`config.mk`:
```
export PLATFORM = sky130hd
export DESIGN_NAME = approx_div_top
export DESIGN_NICKNAME = d
export VERILOG_FILES = /design/src/approx_div_pkg.sv /design/src/divider_array.sv /design/src/approx_div_unit.sv /design/src/error_accum.sv /design/src/approx_div_top.sv
export SDC_FILE = /design/constraint.sdc
export NUM_CORES = 1
export LEC_CHECK = 0
export BUFFER_PORTS_ARGS = -buffer_cell sky130_fd_sc_hd__buf_2
export CAP_MARGIN = 15
export CORE_ASPECT_RATIO = 0.9
export CORE_UTILIZATION = 45
export CTS_BUF_LIST = sky130_fd_sc_hd__clkbuf_2
export DETAILED_ROUTE_END_ITERATION = 7
export GPL_TIMING_DRIVEN = 0
export PLACE_DENSITY = 0.68
export RECOVER_POWER = 50
export SETUP_SLACK_MARGIN = 0.4
export SYNTH_ARGS = -nofsm -noshare
export SYNTH_HDL_FRONTEND = slang
export SYNTH_HIERARCHICAL = 1
export SYNTH_SLANG_ARGS = --single-unit
export TNS_END_PERCENT = 50
```
`constraint.sdc`:
```
create_clock -name clk -period 78.2 [get_ports clk]
set_clock_uncertainty 0.05 [all_clocks]
set_input_delay 0 -clock clk [delete_from_list [all_inputs] [get_ports clk]]
set_output_delay 0 -clock clk [all_outputs]
set_load 0.02 [all_outputs]
```
`src/approx_div_pkg.sv`:
```
package approx_div_pkg;

  localparam int N_W = 16;           // Dividend width
  localparam int D_W = 8;            // Divisor, quotient and remainder width
  localparam int APPROX_ROWS = 6;    // Low rows built from approximate cells
  localparam int CNT_W = 16;
  localparam int SUM_W = 24;

  // Division request
  typedef struct packed {
    logic [N_W-1:0] n;
    logic [D_W-1:0] d;
  } div_req_t;

  // Approximate and exact results side by side
  typedef struct packed {
    logic [D_W-1:0] q;
    logic [D_W-1:0] r;
    logic [D_W-1:0] q_exact;
    logic [D_W-1:0] r_exact;
    logic           div_zero;   // d == 0
    logic           ovf;        // Quotient does not fit in D_W bits
  } div_res_t;

  // Quotient error statistics
  typedef struct packed {
    logic [CNT_W-1:0] samples;
    logic [CNT_W-1:0] mismatches;
    logic [SUM_W-1:0] err_sum;    // Sum of |q - q_exact|
    logic [D_W-1:0]   err_max;
  } err_stats_t;

endpackage

```
`src/divider_array.sv`:
```
module divider_array #(
  parameter int approx_rows = approx_div_pkg::APPROX_ROWS
) (
  input  logic [approx_div_pkg::N_W-1:0] n,
  input  logic [approx_div_pkg::D_W-1:0] d,
  output logic [approx_div_pkg::D_W-1:0] q,
  output logic [approx_div_pkg::D_W-1:0] r
);
  import approx_div_pkg::*;

  // Approximate subtractor cell returning {borrow, difference}
  function automatic logic [1:0] cell_approx(
    input logic x,
    input logic y,
    input logic bin
  );
    logic bout;
    bout = y | (~x & bin);
    return {bout, x};    // Difference is x itself
  endfunction

  // Full subtractor cell
  function automatic logic [1:0] cell_exact(
    input logic x,
    input logic y,
    input logic bin
  );
    logic diff;
    logic bout;
    diff = x ^ y ^ bin;
    bout = (~x & y) | (~(x ^ y) & bin);
    return {bout, diff};
  endfunction

  logic [D_W:0]   part [D_W];   // Partial remainder into each row
  logic [D_W-1:0] rem  [D_W];   // Remainder passed down by each row
  logic [D_W-1:0] qb;

  // Row D_W-1 is the top row and takes the high dividend bits
  // while each lower row shifts in one more dividend bit
  for (genvar i = 0; i < D_W; i++) begin : g_row
    logic [D_W-1:0] dif;
    logic           row_bout;

    if (i == D_W - 1) begin : g_top
      assign part[i] = n[N_W-1:N_W-D_W-1];
    end else begin : g_low
      assign part[i] = {rem[i+1], n[i]};
    end

    // Borrow ripples from cell 0 up to cell D_W-1
    always_comb begin
      logic       b;
      logic [1:0] c;
      b = 1'b0;
      for (int j = 0; j < D_W; j++) begin
        if (i < approx_rows) begin
          c = cell_approx(part[i][j], d[j], b);
        end else begin
          c = cell_exact(part[i][j], d[j], b);
        end
        dif[j] = c[0];
        b      = c[1];
      end
      row_bout = b;
    end

    // Quotient bit from the bit left of the row and the final borrow
    assign qb[i]  = part[i][D_W] | ~row_bout;
    assign rem[i] = qb[i] ? dif : part[i][D_W-1:0];  // Restore on qb low
  end

  assign q = qb;
  assign r = rem[0];

endmodule

```
`src/approx_div_unit.sv`:
```
module approx_div_unit (
  input  logic                     clk,
  input  logic                     rst_n,
  input  logic                     in_valid,
  input  approx_div_pkg::div_req_t req,
  output logic                     out_valid,
  output approx_div_pkg::div_res_t res
);
  import approx_div_pkg::*;

  div_req_t       req_q;
  logic           valid_q;
  logic [D_W-1:0] q_apx;
  logic [D_W-1:0] r_apx;
  logic [D_W-1:0] q_ex;
  logic [D_W-1:0] r_ex;
  div_res_t       res_d;

  // Stage 1 request register
  always_ff @(posedge clk or negedge rst_n) begin
    if (!rst_n) begin
      req_q   <= '0;
      valid_q <= 1'b0;
    end else begin
      valid_q <= in_valid;
      if (in_valid) begin
        req_q <= req;
      end
    end
  end

  divider_array #(
    .approx_rows(APPROX_ROWS)
  ) u_apx_array (
    .n(req_q.n),
    .d(req_q.d),
    .q(q_apx),
    .r(r_apx)
  );

  // Reference path with all rows exact
  divider_array #(
    .approx_rows(0)
  ) u_exact_array (
    .n(req_q.n),
    .d(req_q.d),
    .q(q_ex),
    .r(r_ex)
  );

  always_comb begin
    res_d.q        = q_apx;
    res_d.r        = r_apx;
    res_d.q_exact  = q_ex;
    res_d.r_exact  = r_ex;
    res_d.div_zero = (req_q.d == '0);
    // High dividend half not below d means quotient needs > D_W bits
    res_d.ovf      = (req_q.n[N_W-1:D_W] >= req_q.d);
  end

  // Stage 2 result register holds while no request is in flight
  always_ff @(posedge clk or negedge rst_n) begin
    if (!rst_n) begin
      res       <= '0;
      out_valid <= 1'b0;
    end else begin
      out_valid <= valid_q;
      if (valid_q) begin
        res <= res_d;
      end
    end
  end

endmodule

```
`src/error_accum.sv`:
```
module error_accum (
  input  logic                       clk,
  input  logic                       rst_n,
  input  logic                       out_valid,
  input  approx_div_pkg::div_res_t   res,
  input  logic                       stats_clear,
  output approx_div_pkg::err_stats_t stats
);
  import approx_div_pkg::*;

  logic [D_W-1:0]   abs_diff;
  logic             upd;
  logic [CNT_W-1:0] samples_nxt;
  logic [CNT_W-1:0] mismatches_nxt;
  logic [SUM_W:0]   sum_wide;
  logic [SUM_W-1:0] err_sum_nxt;
  logic [D_W-1:0]   err_max_nxt;

  // Absolute quotient error
  always_comb begin
    if (res.q >= res.q_exact) begin
      abs_diff = res.q - res.q_exact;
    end else begin
      abs_diff = res.q_exact - res.q;
    end
  end

  // Flagged results carry no meaningful quotient
  assign upd = out_valid & ~res.div_zero & ~res.ovf;

  // Saturating counters
  always_comb begin
    if (stats.samples == '1) begin
      samples_nxt = stats.samples;
    end else begin
      samples_nxt = stats.samples + 1'b1;
    end

    mismatches_nxt = stats.mismatches;
    if (abs_diff != '0 && stats.mismatches != '1) begin
      mismatches_nxt = stats.mismatches + 1'b1;
    end

    sum_wide = {1'b0, stats.err_sum} + {{(SUM_W + 1 - D_W){1'b0}}, abs_diff};
    if (sum_wide[SUM_W]) begin
      err_sum_nxt = '1;           // Carry out means overflow
    end else begin
      err_sum_nxt = sum_wide[SUM_W-1:0];
    end

    if (abs_diff > stats.err_max) begin
      err_max_nxt = abs_diff;
    end else begin
      err_max_nxt = stats.err_max;
    end
  end

  always_ff @(posedge clk or negedge rst_n) begin
    if (!rst_n) begin
      stats <= '0;
    end else if (stats_clear) begin
      stats <= '0;                // Clear beats a coinciding update
    end else if (upd) begin
      stats.samples    <= samples_nxt;
      stats.mismatches <= mismatches_nxt;
      stats.err_sum    <= err_sum_nxt;
      stats.err_max    <= err_max_nxt;
    end
  end

endmodule

```
`src/approx_div_top.sv`:
```
module approx_div_top (
  input  logic                       clk,
  input  logic                       rst_n,
  input  logic                       in_valid,
  input  approx_div_pkg::div_req_t   req,
  input  logic                       stats_clear,
  output logic                       out_valid,
  output approx_div_pkg::div_res_t   res,
  output approx_div_pkg::err_stats_t stats
);

  // Two stage divider with the result one cycle after the sampling edge
  approx_div_unit u_unit (
    .clk      (clk),
    .rst_n    (rst_n),
    .in_valid (in_valid),
    .req      (req),
    .out_valid(out_valid),
    .res      (res)
  );

  // Statistics trail the result by one more cycle
  error_accum u_accum (
    .clk        (clk),
    .rst_n      (rst_n),
    .out_valid  (out_valid),
    .res        (res),
    .stats_clear(stats_clear),
    .stats      (stats)
  );

endmodule

```
==> results of run 1 <==
cells in the final DEF, fill, tap and decap left out, types with 11 or more instances in the layout:
master and instances:
dfrtp_1 124, nor2_1 75, clkbuf_1 48, nand2b_1 12, mux2i_1 40, fa_1 73, dlygate4sd3_1 52, xnor2_1 11
buf_4 11, a311oi_1 11, mux2_2 75, xor2_1 14, o21ai_0 45, and2_1 11, nand3_1 22, inv_1 109
nor3_1 19, nand4_1 18, nor2b_1 16, a21o_1 11, buf_2 103, and3_1 11, nand2_1 52, a21oi_1 52
clkbuf_2 18, ha_1 52, a31oi_1 11
metal layers:
| layer | vias up | wire length (µm) | global-route usage (%) |
|---|---|---|---|
| li1 | 4055 | - | - |
| met5 | - | 0 | 0 |
| met4 | 0 | 727 | 8.82 |
| met1 | 4239 | 12500 | 34.4 |
| met3 | 48 | 1590 | 3.66 |
| met2 | 292 | 12500 | 37.1 |
flip-flops by register name, indices dropped and copies added (netlist names):
signal / count
u_unit/valid_q: 1
u_unit/out_valid: 1
u_unit/req_q: 24
u_unit/res: 34
u_accum/stats: 64
worst paths after layout:
kind                                                   from                       endpoint  slack [ns]  cells after the start
worst max-delay path            u_unit/req_q[0]$_DFFE_PN0P_      u_unit/res[9]$_DFFE_PN0P_       48.45                     97
worst min-delay path                                 req[9]    u_unit/req_q[9]$_DFFE_PN0P_         0.1                      3
max in group asynchronous                             rst_n    u_unit/req_q[7]$_DFFE_PN0P_       74.55                      4
min in group asynchronous                             rst_n  u_accum/stats[20]$_DFFE_PN0P_        1.54                      4
worst min register to register     u_unit/valid_q$_DFF_PN0_     u_unit/out_valid$_DFF_PN0_        0.42                      0
worst max register to register  u_unit/req_q[0]$_DFFE_PN0P_      u_unit/res[9]$_DFFE_PN0P_       48.45                     97
cell type report:
| type | count | area (µm²) |
|---|---|---|
| Antenna cell | 1 | 2.50 |
| Buffer | 44 | 290 |
| Clock buffer | 18 | 90.1 |
| Clock inverter | 14 | 134 |
| Fill cell | 2034 | 10500 |
| Inverter | 114 | 438 |
| Multi-Input combinational cell | 756 | 6580 |
| Sequential cell | 124 | 3100 |
| Tap cell | 297 | 372 |
| Timing Repair Buffer | 180 | 1120 |
per-stage QoR:
step	util, %	hold slack [ns]	instance area (µm²)	std cells
floorplan	-	-0.346	10400	1038
global placement	50.5	0.153	11400	1461
detailed placement	50.7	-0.0182	11400	1462
CTS	54.1	0.0116	12200	1546
global route	53.7	0.0280	12100	1548
finish	53.7	0.0996	12100	1548
cell families after synthesis:
| logic type | Yosys count | synth area share (%) |
|---|---|---|
| AND/OR/NAND/NOR | 279 | 14.0 |
| AO/OA/AOI/OAI | 205 | 13.8 |
| buffers and inverters | 158 | 7.00 |
| adder cells (fa/ha/maj) | 125 | 20.3 |
| flip-flops | 124 | 29.8 |
| multiplexers | 122 | 13.0 |
| XOR/XNOR | 25 | 2.10 |
worst reg2reg max path: cells and delay by family (launching register included):
kind                     cells  cell delay [ns]
adder cells (fa/ha/maj)     57            21.42
AO/OA/AOI/OAI               15             3.56
buffers and inverters       16             1.95
AND/OR/NAND/NOR              7             1.29
flip-flops                   1             0.85
multiplexers                 2             0.57
==> summary by stage, run 1 <==
Setup path
The kind of cell with the highest combined delay on the critical path is adder cells. STA classifies the critical path endpoint as a flop. The number of buffer and inverter instances along the worst setup path is 16. The critical path start-end classification is reg -> reg. Data arrives at the worst endpoint at ~30 ns. The most numerous cell type found on the critical path is fa_1. STA puts the critical path data required time at approximately 79 ns. The cell type of the slowest stage on the worst timing path is dfrtp_1.

The delay of the slowest cell on the worst path is about 0.85 ns. In this run the worst path has a maximum fanout of 19. The worst setup path is launched from a flop.

CTS
In this run the clock root is driven by a clkbuf_2. The CTS H-tree depth is 4. The number of buffers on the longest clock path is 2. The register clock-pin slew on the reported worst setup and hold paths is 0.21 ns. The number of clock sinks seen by CTS is around 120. TritonCTS created 17 clock buffers.

The number of gates resized after CTS was 0. In this run the post-CTS setup repair buffer count came out at 0. Clock latency on the worst-skew pair, taken at its later pin, is 0.73 ns. The CTS tree is built.

The number of buffers added to fix hold violations after cts is between 50 and 60.

Global route
The global route total overflow is 0. The initial antenna violation count is 1. The number of global-route vias before repair is ~8600. The global-route wire length before repair is between 40 and 50 mm.

The total global-route track usage is around a quarter. The pin count of the biggest net entering global routing is 63.

STA
The tightest slew margin relative to the limit is -129%. After layout, the worst path uses between 30% and 40% of the clock period. After layout, the minimum clock period comes to between 20 and 30 ns. The final number of hold-violating endpoints is 0.

For the pin with the worst max-slew slack, the measured transition is around 3.4 ns. The number of setup violations in the final report is 0. Derived from the worst setup path, the maximum achievable clock frequency is roughly 34 MHz. After routing, the total negative slack on setup checks comes to 0 ns. Setup slack closes at roughly 48 ns.

The max-slew violation total from the final report is between 100 and 150. Setup repair after global routing left no endpoint under its margin.

Status
The flow ran to the end, but the final reports show violations. The checks that failed: max-capacitance violations, max-slew violations.

Finish
The post-layout net count is 1390. The post-route netlist has between 20% and 30% of its cells at a drive strength greater than 1. The area growth from synthesis to layout is 16.5%.

Synthesis
Of the synthesized area, sequential elements account for between 20 and 30%. The yosys synthesis warning count is 6. The post-synthesis cell type with the largest combined area is dfrtp_1. The async set-or-reset flop fraction in the synthesized netlist is 100%.

By count the netlist is led by dfrtp_1 (124), inv_1 (109), mux2_2 (75), nor2_1 (75), fa_1 (73). The number of nets handed over by synthesis was ~1200. After synthesis, the cell types taking the most area are dfrtp_1 (30%), fa_1 (14%), mux2_2 (8.1%), ha_1 (6.3%), inv_1 (3.9%).

The top cell type by area accounts for between 20 and 30% of the synthesized area. The leading cell type by number of instances after synthesis is dfrtp_1. The number of synthesized register bits is around 120. The count of flip-flops with a built-in enable after synthesis is 0. The most used flip-flop cell after synthesis is dfrtp_1. The mapped cell area is between 10000 and 15000 µm². The number of cells produced by synthesis is 1038. The mean instance size in the synthesized netlist is around 10 µm².

Synthesis instantiated between 80 and 90 different standard cells from the library.

Floorplanning
The die area is about 24000 µm². The initial core utilization is a little under half. For this design the top-level I/O count stands at around 130. From left edge to right edge, the die measures ~160 µm.

In this run the core area contains 52 standard-cell rows. In this run the vertical extent of the chip is around 150 µm. The core area is about 23000 µm².

Placement
The detailed-placement wirelength estimate is ~21 mm. The worst-case setup slack after placement is 48.58 ns. The congestion estimate from routability-driven global placement came to 0.897. In this run the tool buffered the top-level ports with about 130 buffer cells.

Drt
The total DRC errors in the routed layout is 0. The count of nets left with antenna violations once routing finished came out at 0. Using the TritonRoute via totals, the vias-per-cell ratio works out to between 5 and 6.

The via total after detailed routing is roughly 8600. The first-pass iteration count of the detailed router is 5. After detailed routing, the average wire length per cell comes to roughly 18 µm. The number of DRC markers after the initial detailed-route iteration is 698. The total length of routed wires is roughly 27 mm.

Min path
The tightest min-delay check is of the in -> reg type.

Flow run
The max-capacitance violation count is 2.
Power of run 1 is not shown: default switching activity piles up to over one toggle a cycle in this logic, so the estimate is an artifact.
==> run 2: changes to the inputs <==
--- a/config.mk
+++ b/config.mk
@@ -5,6 +5,7 @@
 export SDC_FILE = /design/constraint.sdc
 export NUM_CORES = 1
 export LEC_CHECK = 0
+export ABC_AREA = 1
 export BUFFER_PORTS_ARGS = -buffer_cell sky130_fd_sc_hd__buf_2
 export CAP_MARGIN = 15
 export CORE_ASPECT_RATIO = 0.9
@@ -12,7 +13,7 @@
 export CTS_BUF_LIST = sky130_fd_sc_hd__clkbuf_2
 export DETAILED_ROUTE_END_ITERATION = 7
 export GPL_TIMING_DRIVEN = 0
-export PLACE_DENSITY = 0.68
+export PLACE_DENSITY = 0.7
 export RECOVER_POWER = 50
 export SETUP_SLACK_MARGIN = 0.4
 export SYNTH_ARGS = -nofsm -noshare
==> constraint.sdc (replaced) <==
create_clock -name clk -period 25 [get_ports clk]
set_clock_uncertainty 0.05 [all_clocks]
set_input_delay 0 -clock clk [delete_from_list [all_inputs] [get_ports clk]]
set_output_delay 0 -clock clk [all_outputs]
set_load 0.02 [all_outputs]
==> summary by stage, run 2 <==
Synthesis
The count of flip-flops with a built-in enable after synthesis is 0. In the synthesized netlist, the cells that appear most often are nand2_1 (545), inv_1 (249), nand3_1 (133). The part of the Yosys area used for sequential elements is about a quarter. After synthesis the cells add up to 11900 µm².

A synthesized cell averages approximately 7.4 µm². The async set-or-reset flop fraction in the synthesized netlist is 100%. The number of nets handed over by synthesis was 1759.

After synthesis, the netlist uses 54 different library cells. In the post-synthesis netlist, the biggest area contributors are dfrtp_1 (26%), nand2_1 (17%), fa_1 (12%), inv_1 (7.9%), nand3_1 (5.6%). The predominant post-synthesis flop cell is dfrtp_1. In the post-synthesis netlist, the cell with the most instances is nand2_1.

The number of cells produced by synthesis is 1606. The yosys synthesis warning count is 6. The post-synthesis cell type with the largest combined area is dfrtp_1. The portion of synthesized cell area occupied by the leading cell type is about a quarter. The number of synthesized register bits is ~120.

Min path
The worst hold path belongs to the class in -> reg. The start point of the worst min-delay path is in_valid. The number of stages on the worst hold path is 4. The worst hold path terminates at u_unit/req_q[12]$_DFFE_PN0P_.

Setup path
The data required time of the worst path is around 26 ns. The critical path start-end classification is reg -> reg. The delay of the slowest cell on the worst path is ~0.55 ns. The endpoint kind of the worst setup timing path is a flop.

For the worst setup path, the data arrival time is approximately 24 ns. The number of buffers and inverters on the critical path is 15. The cell repeated most along the worst path is fa_2. Along the worst path, the maximum fanout reaches 10. The critical path startpoint category is a flop. In this run the critical register-to-register path is launched from u_unit/req_q[1]$_DFFE_PN0P_. In this run the number of cells on the critical path is between 90 and 100. For the worst flop-to-flop path, the logic depth is between 90 and 100. The slowest stage of the critical path belongs to the cell dfrtp_1. Grouping stages by cell kind, the critical path spends the most delay in adder cells. In this run the critical register-to-register path is captured at u_unit/res[2]$_DFFE_PN0P_. For flop-to-flop paths, the worst setup slack is roughly 1.1 ns.

Drt
After the first detailed-routing iteration, the DRC count stood at 930. The routed design has between 30 and 40 mm of wire. The detail-routed via count per cell is 5.13.

Dividing the detail-routed wire length by the instance count gives between 15 and 20 µm. For this run, design rule violations remaining after detail routing come to 0. The via total after detailed routing is 11200. For this run, the detailed router's first-pass iteration total came to 8. The number of nets with antenna violations after routing is 0.

Floorplanning
The total area inside the core boundary comes to around 26000 µm². The floorplan die width is ~170 µm. Once the floorplan was initialized, standard cells occupied 45.6% of the core. The die area is between 20000 and 30000 µm². In this run the count of I/O pins placed on the die edge is between 100 and 150. The row count is 56.

The die boundary height is 156 µm.

Placement
The total of buffers placed on input and output ports is 125. The routability congestion estimate is about 0.96. The detailed-placement wirelength estimate is 25.0 mm.

CTS
Clock latency on the worst-skew pair, taken at its later pin, is between 0.7 and 0.8 ns. The register clock-pin slew on the reported worst setup and hold paths is around 0.22 ns. The buffer type at the clock tree root is clkbuf_2. TritonCTS built the clock tree. The CTS H-tree depth is 4.

In this run the deepest clock path goes through 2 buffers. The number of clock buffers added by TritonCTS is 17. Counting every sink on the clock net gives around 120.

STA
Counting I/O delays and the setup requirement, the final critical path takes 23.88 ns. Based on the critical path, the design can be clocked at up to about 42 MHz. Hold timing on the final database bottoms out at a slack of between 0.2 and 0.25 ns. The max-slew violation total from the final report is around 130. The final period utilization is a little over nine tenths. Setup repair after global routing left no endpoint under its margin.

The tightest slew margin relative to the limit is -207%. At the pin with the least slew margin, the transition time is about 4.6 ns. The final number of hold-violating endpoints is 0.

The number of setup violations in the final report is 0.

Finish
Once layout is complete, the utilization of the core stands at around 54%. The repair_antennas step left the layout with diodes totalling 0. Counting flops per register, the top entry is u_accum/stats.

The largest registers in the layout are u_accum/stats (64), u_unit/res (34), u_unit/req_q (24). The post-route netlist has approximately 18% of its cells at a drive strength greater than 1. The area growth from synthesis to layout is 17.3%. Leaving out fill and tap cells, the most frequent cell in the layout is nand2_1. In the layout the commonest cells are nand2_1 (539), inv_1 (249), nand3_1 (133), dfrtp_1 (122), buf_2 (111).

The final layout contains approximately 2000 nets. The flip-flop count of the largest register after layout is 64.

Global route
The first global-routing pass estimated approximately 54 mm of wire. The number of global-route vias before repair is about 10000. The initial antenna violation count is 0. Entering global routing, the biggest net connects between 80 and 90 pins.

For this run, the total global-route usage over all layers was measured as 24.8%. For this run the aggregate overflow at the end of global routing stands at 0.

Flow run
The max-capacitance violation count is 2.

Status
The checks that failed: max-capacitance violations, max-slew violations. The run finished, with violations left.
## run 2: repair_timing
item,4_1_cts,5_1_grt
endpoints found under the hold margin,207,0
gates cloned,1,0
setup endpoints to repair,9,9
gates resized for setup,40,18
pin swaps,7,6
setup buffers,10,5
hold buffers,56,0
## run 2: worst max-delay path by stage
| stage | start | to | slack, ns |
|---|---|---|---|
| CTS | u_unit/req_q[15]$_DFFE_PN0P_ | u_unit/res[2]$_DFFE_PN0P_ | 0.41 |
| global placement | u_unit/req_q[0]$_DFFE_PN0P_ | u_unit/res[2]$_DFFE_PN0P_ | -1.39 |
| finish | u_unit/req_q[1]$_DFFE_PN0P_ | u_unit/res[2]$_DFFE_PN0P_ | 1.12 |
| detailed placement | u_unit/req_q[0]$_DFFE_PN0P_ | u_unit/res[2]$_DFFE_PN0P_ | -1.65 |
| floorplan | u_unit/req_q[0]$_DFFE_PN0P_ | u_unit/res[3]$_DFFE_PN0P_ | 0.40 |
| global route | u_unit/req_q[1]$_DFFE_PN0P_ | u_unit/res[9]$_DFFE_PN0P_ | 0.36 |
## run 2: per-stage QoR
step	instances	instance area [µm²]	setup slack [ns]	setup TNS (ns)
floorplan	1606	11900	0.401	0
global placement	2079	12900	-1.39	-12.35
detailed placement	2080	13000	-1.65	-14.66
CTS	2179	14000	0.412	0
global route	2184	13900	0.360	0
finish	2184	13900	1.12	0
## run 2: final cells by class
cell class	instances	area, µm²
Clock inverter	15	158
Clock buffer	17	85.1
Fill cell	2495	12100
Timing Repair Buffer	197	1260
Sequential cell	124	3110
Multi-Input combinational cell	1170	7440
Tap cell	348	435
Inverter	262	992
Buffer	51	443
## run 2: routing by layer
layer	global-route usage (%)	vias up	part of all wire, %
met5	0	-	0
met4	5.18	0	1.3
met3	3.70	36	6.1
met2	41.1	389	47
met1	34.4	5311	46
li1	-	5471	-
## run 2: cells by family after synthesis
| family | after synthesis | synth area share (%) |
|---|---|---|
| adder cells (fa/ha/maj) | 125 | 17.8 |
| flip-flops | 124 | 26.2 |
| AND/OR/NAND/NOR | 856 | 32.9 |
| multiplexers | 21 | 2.31 |
| buffers and inverters | 313 | 12.0 |
| AO/OA/AOI/OAI | 137 | 6.64 |
| XOR/XNOR | 30 | 2.21 |
## run 2: worst min-delay path, stage by stage
cell and delay [ns]:
dlygate4sd3_1 0.53, clkbuf_1 0.12, buf_6 0.16, mux2_2 0.16
Power of run 2 is left out for the same reason.
==> run 3: changes to the inputs <==
--- a/config.mk
+++ b/config.mk
@@ -8,12 +8,12 @@
 export ABC_AREA = 1
 export BUFFER_PORTS_ARGS = -buffer_cell sky130_fd_sc_hd__buf_2
 export CAP_MARGIN = 15
-export CORE_ASPECT_RATIO = 0.9
-export CORE_UTILIZATION = 45
+export CORE_ASPECT_RATIO = 1.2
+export CORE_UTILIZATION = 40
 export CTS_BUF_LIST = sky130_fd_sc_hd__clkbuf_2
 export DETAILED_ROUTE_END_ITERATION = 7
 export GPL_TIMING_DRIVEN = 0
-export PLACE_DENSITY = 0.7
+export PLACE_DENSITY = 0.64
 export RECOVER_POWER = 50
 export SETUP_SLACK_MARGIN = 0.4
 export SYNTH_ARGS = -nofsm -noshare
==> summary by stage, run 3 (synthesized netlist as in run 2, its figures left out) <==
Status
The run finished, with violations left. The checks that failed: max-capacitance violations, max-slew violations.

Placement
The routability congestion estimate is 0.909. After detailed placement, the design holds a cell count of 2117. Input and output buffers added on the ports amount to around 130. Prior to clock tree synthesis, the placed netlist has a worst setup slack of -1.58 ns.

The wire-length estimate of the detail-placed layout is between 20 and 30 mm. After detailed placement, the total cell area comes to 13000 µm².

Min path
The path class of the tightest hold or removal check is in -> reg.

CTS
Clock latency on the worst-skew pair, taken at its later pin, is about 0.76 ns. The H-tree was split into 4 levels. The number of clock sinks seen by CTS is approximately 120. The number of buffers on the longest clock path is 2. Clock tree synthesis inserted a total of 17 buffers.

Clock-pin slew was measured on the worst setup and hold paths at 0.22 ns. The CTS tree is built. Clock tree synthesis selected as its root buffer the cell clkbuf_2.

Drt
The number of nets with antenna violations after routing is 0. After detailed routing, the average wire length per cell comes to around 15 µm. The detail-routed via count per cell is between 4 and 5. The total length of routed wires is around 33 mm. The first-pass iteration count of the detailed router is 5. For this block, the initial DRC count from the detailed router was around 700.

The total DRC errors in the routed layout is 0. The routed layout has approximately 11000 vias.

STA
The setup slack after layout is approximately 1.0 ns. Subtracting the final worst setup slack from the clock period gives about 24 ns. For the pin with the worst max-slew slack, the measured transition is 4.28 ns. The final number of hold-violating endpoints is 0. The number of setup violations in the final report is 0. Of the available clock period, the critical path in the final layout requires between 90% and 100%. Setup repair after global routing left no endpoint under its margin. The max-slew violation total from the final report is 126. In this run the tightest slew margin relative to its limit is -186%. For this run, the top clock speed supported by timing is ~42 MHz.

Floorplanning
The total I/O pin count is roughly 130. The floorplan die width is 159 µm. The floorplan step defined a die boundary enclosing just over 30000 µm². The initial core utilization is about 41%. After floorplanning, the core was sized to cover 28900 µm². The die boundary height is 191 µm.

Row generation in the floorplan step produced a little under 70 rows.

Finish
The largest registers in the layout are u_accum/stats (64), u_unit/res (34), u_unit/req_q (24). From synthesis to final layout, the design area changed by 17.5%. The final layout contains ~2000 nets. The flip-flop count of the largest register after layout is 64.

With fillers left out, the area of the finished cells amounts to about 14000 µm². In the final layout, the share of cells above drive strength 1 is between 10% and 20%. Counting the fill cells in the layout gives between 2000 and 3000. Excluding fillers, the count of instances in the completed layout stands at between 2000 and 2500. The register with the most flip-flops in the final layout is u_accum/stats. The commonest non-fill, non-tap cell in the layout is nand2_1.

In the layout the commonest cells are nand2_1 (542), inv_1 (249), nand3_1 (133), dfrtp_1 (121), buf_2 (111). The final core utilization is approximately half.

Flow run
The max-capacitance violation count is 2.

Setup path
The worst setup path is launched from a flop. The cell repeated most along the worst path is fa_2. On the critical path, the stage with the largest delay is an instance of dfrtp_1.

The delay of the slowest cell on the worst path is around 0.55 ns. Data on the critical path is required at its endpoint by about 26 ns. The arrival time at the worst endpoint is 24.55 ns. The largest fanout on the critical path is 10. The endpoint kind of the worst setup timing path is a flop. The critical path start-end classification is reg -> reg.

Global route
The total global-route track usage is 22.7%. The number of global-route vias before repair is 11200. The met2 usage in global routing is a little over two fifths. The met1 usage in global routing is between 20% and 30%. The met3 track demand over resource is 2.61%. The layer carrying the most global-route usage is met2. The global route total overflow is 0.

The first global-routing pass estimated around 55 mm of wire. Entering global routing, the biggest net connects 81 pins. The initial antenna violation count is 1.
[run 3: cell count changes in the layout (fill, tap and decap cells not counted), moves of 3 or more]
cell	change
nand2_2	-3
inv_6	-6
nand2_1	+3
clkinvlp_4	+3
[run 3: repair_timing]
| action | in CTS | in global routing |
|---|---|---|
| endpoints found under the setup margin | 9 | 9 |
| pin swaps | 6 | 6 |
| cloned | 0 | 1 |
| resized for setup | 40 | 14 |
| endpoints found under the hold margin | 197 | 0 |
| hold buffers | 56 | 0 |
| buffers inserted | 7 | 5 |
[run 3: final timing paths]
kind | start | end | slack [ns] | depth (start not counted)
min in group asynchronous | rst_n | u_accum/stats[23]$_DFFE_PN0P_ | 1.13 | 4
max in group asynchronous | rst_n | u_unit/out_valid$_DFF_PN0_ | 20.58 | 4
max reg2reg | u_unit/req_q[1]$_DFFE_PN0P_ | u_unit/res[10]$_DFFE_PN0P_ | 1.04 | 95
min | in_valid | u_unit/req_q[23]$_DFFE_PN0P_ | 0.23 | 4
min reg2reg | u_unit/valid_q$_DFF_PN0_ | u_unit/out_valid$_DFF_PN0_ | 0.35 | 0
max | u_unit/req_q[1]$_DFFE_PN0P_ | u_unit/res[10]$_DFFE_PN0P_ | 1.04 | 95
[run 3: final cells by class]
type | count | area (µm²) | share of cell area (%)
multi-input combinational | 1170 | 7430 | 53.3
sequential | 124 | 3110 | 22.3
timing repair buffer | 194 | 1240 | 8.86
inverter | 262 | 992 | 7.11
tap | 385 | 482 | 3.45
buffer | 51 | 435 | 3.12
clock inverter | 15 | 173 | 1.24
clock buffer | 17 | 85.1 | 0.610
antenna | 1 | 2.50 | 0.0179
[run 3: critical path: cells and delay by family (launching register included)]
family / cells / cell delay (ns)
and+or+nand+nor: 23 / 2.03
DFF: 1 / 0.55
adders and majority gates: 56 / 19.39
buffers and inverters: 16 / 1.79
[run 3: metal layers]
metal  vias to the layer above  wire length, µm
met3                        52              992
li1                       5465                -
met2                       255            17600
met5                         -                0
met1                      5223            13400
met4                         0              783
[run 3: metrics by stage]
step           hold slack (ns)  TNS [ns]
2_1_floorplan           -0.346         0
3_3_place_gp            0.0924    -11.38
3_5_place_dp           -0.0861    -14.01
4_1_cts                 0.0626         0
5_1_grt                  0.181         0
6_report                 0.226         0
Power of run 3 is left out for the same reason.
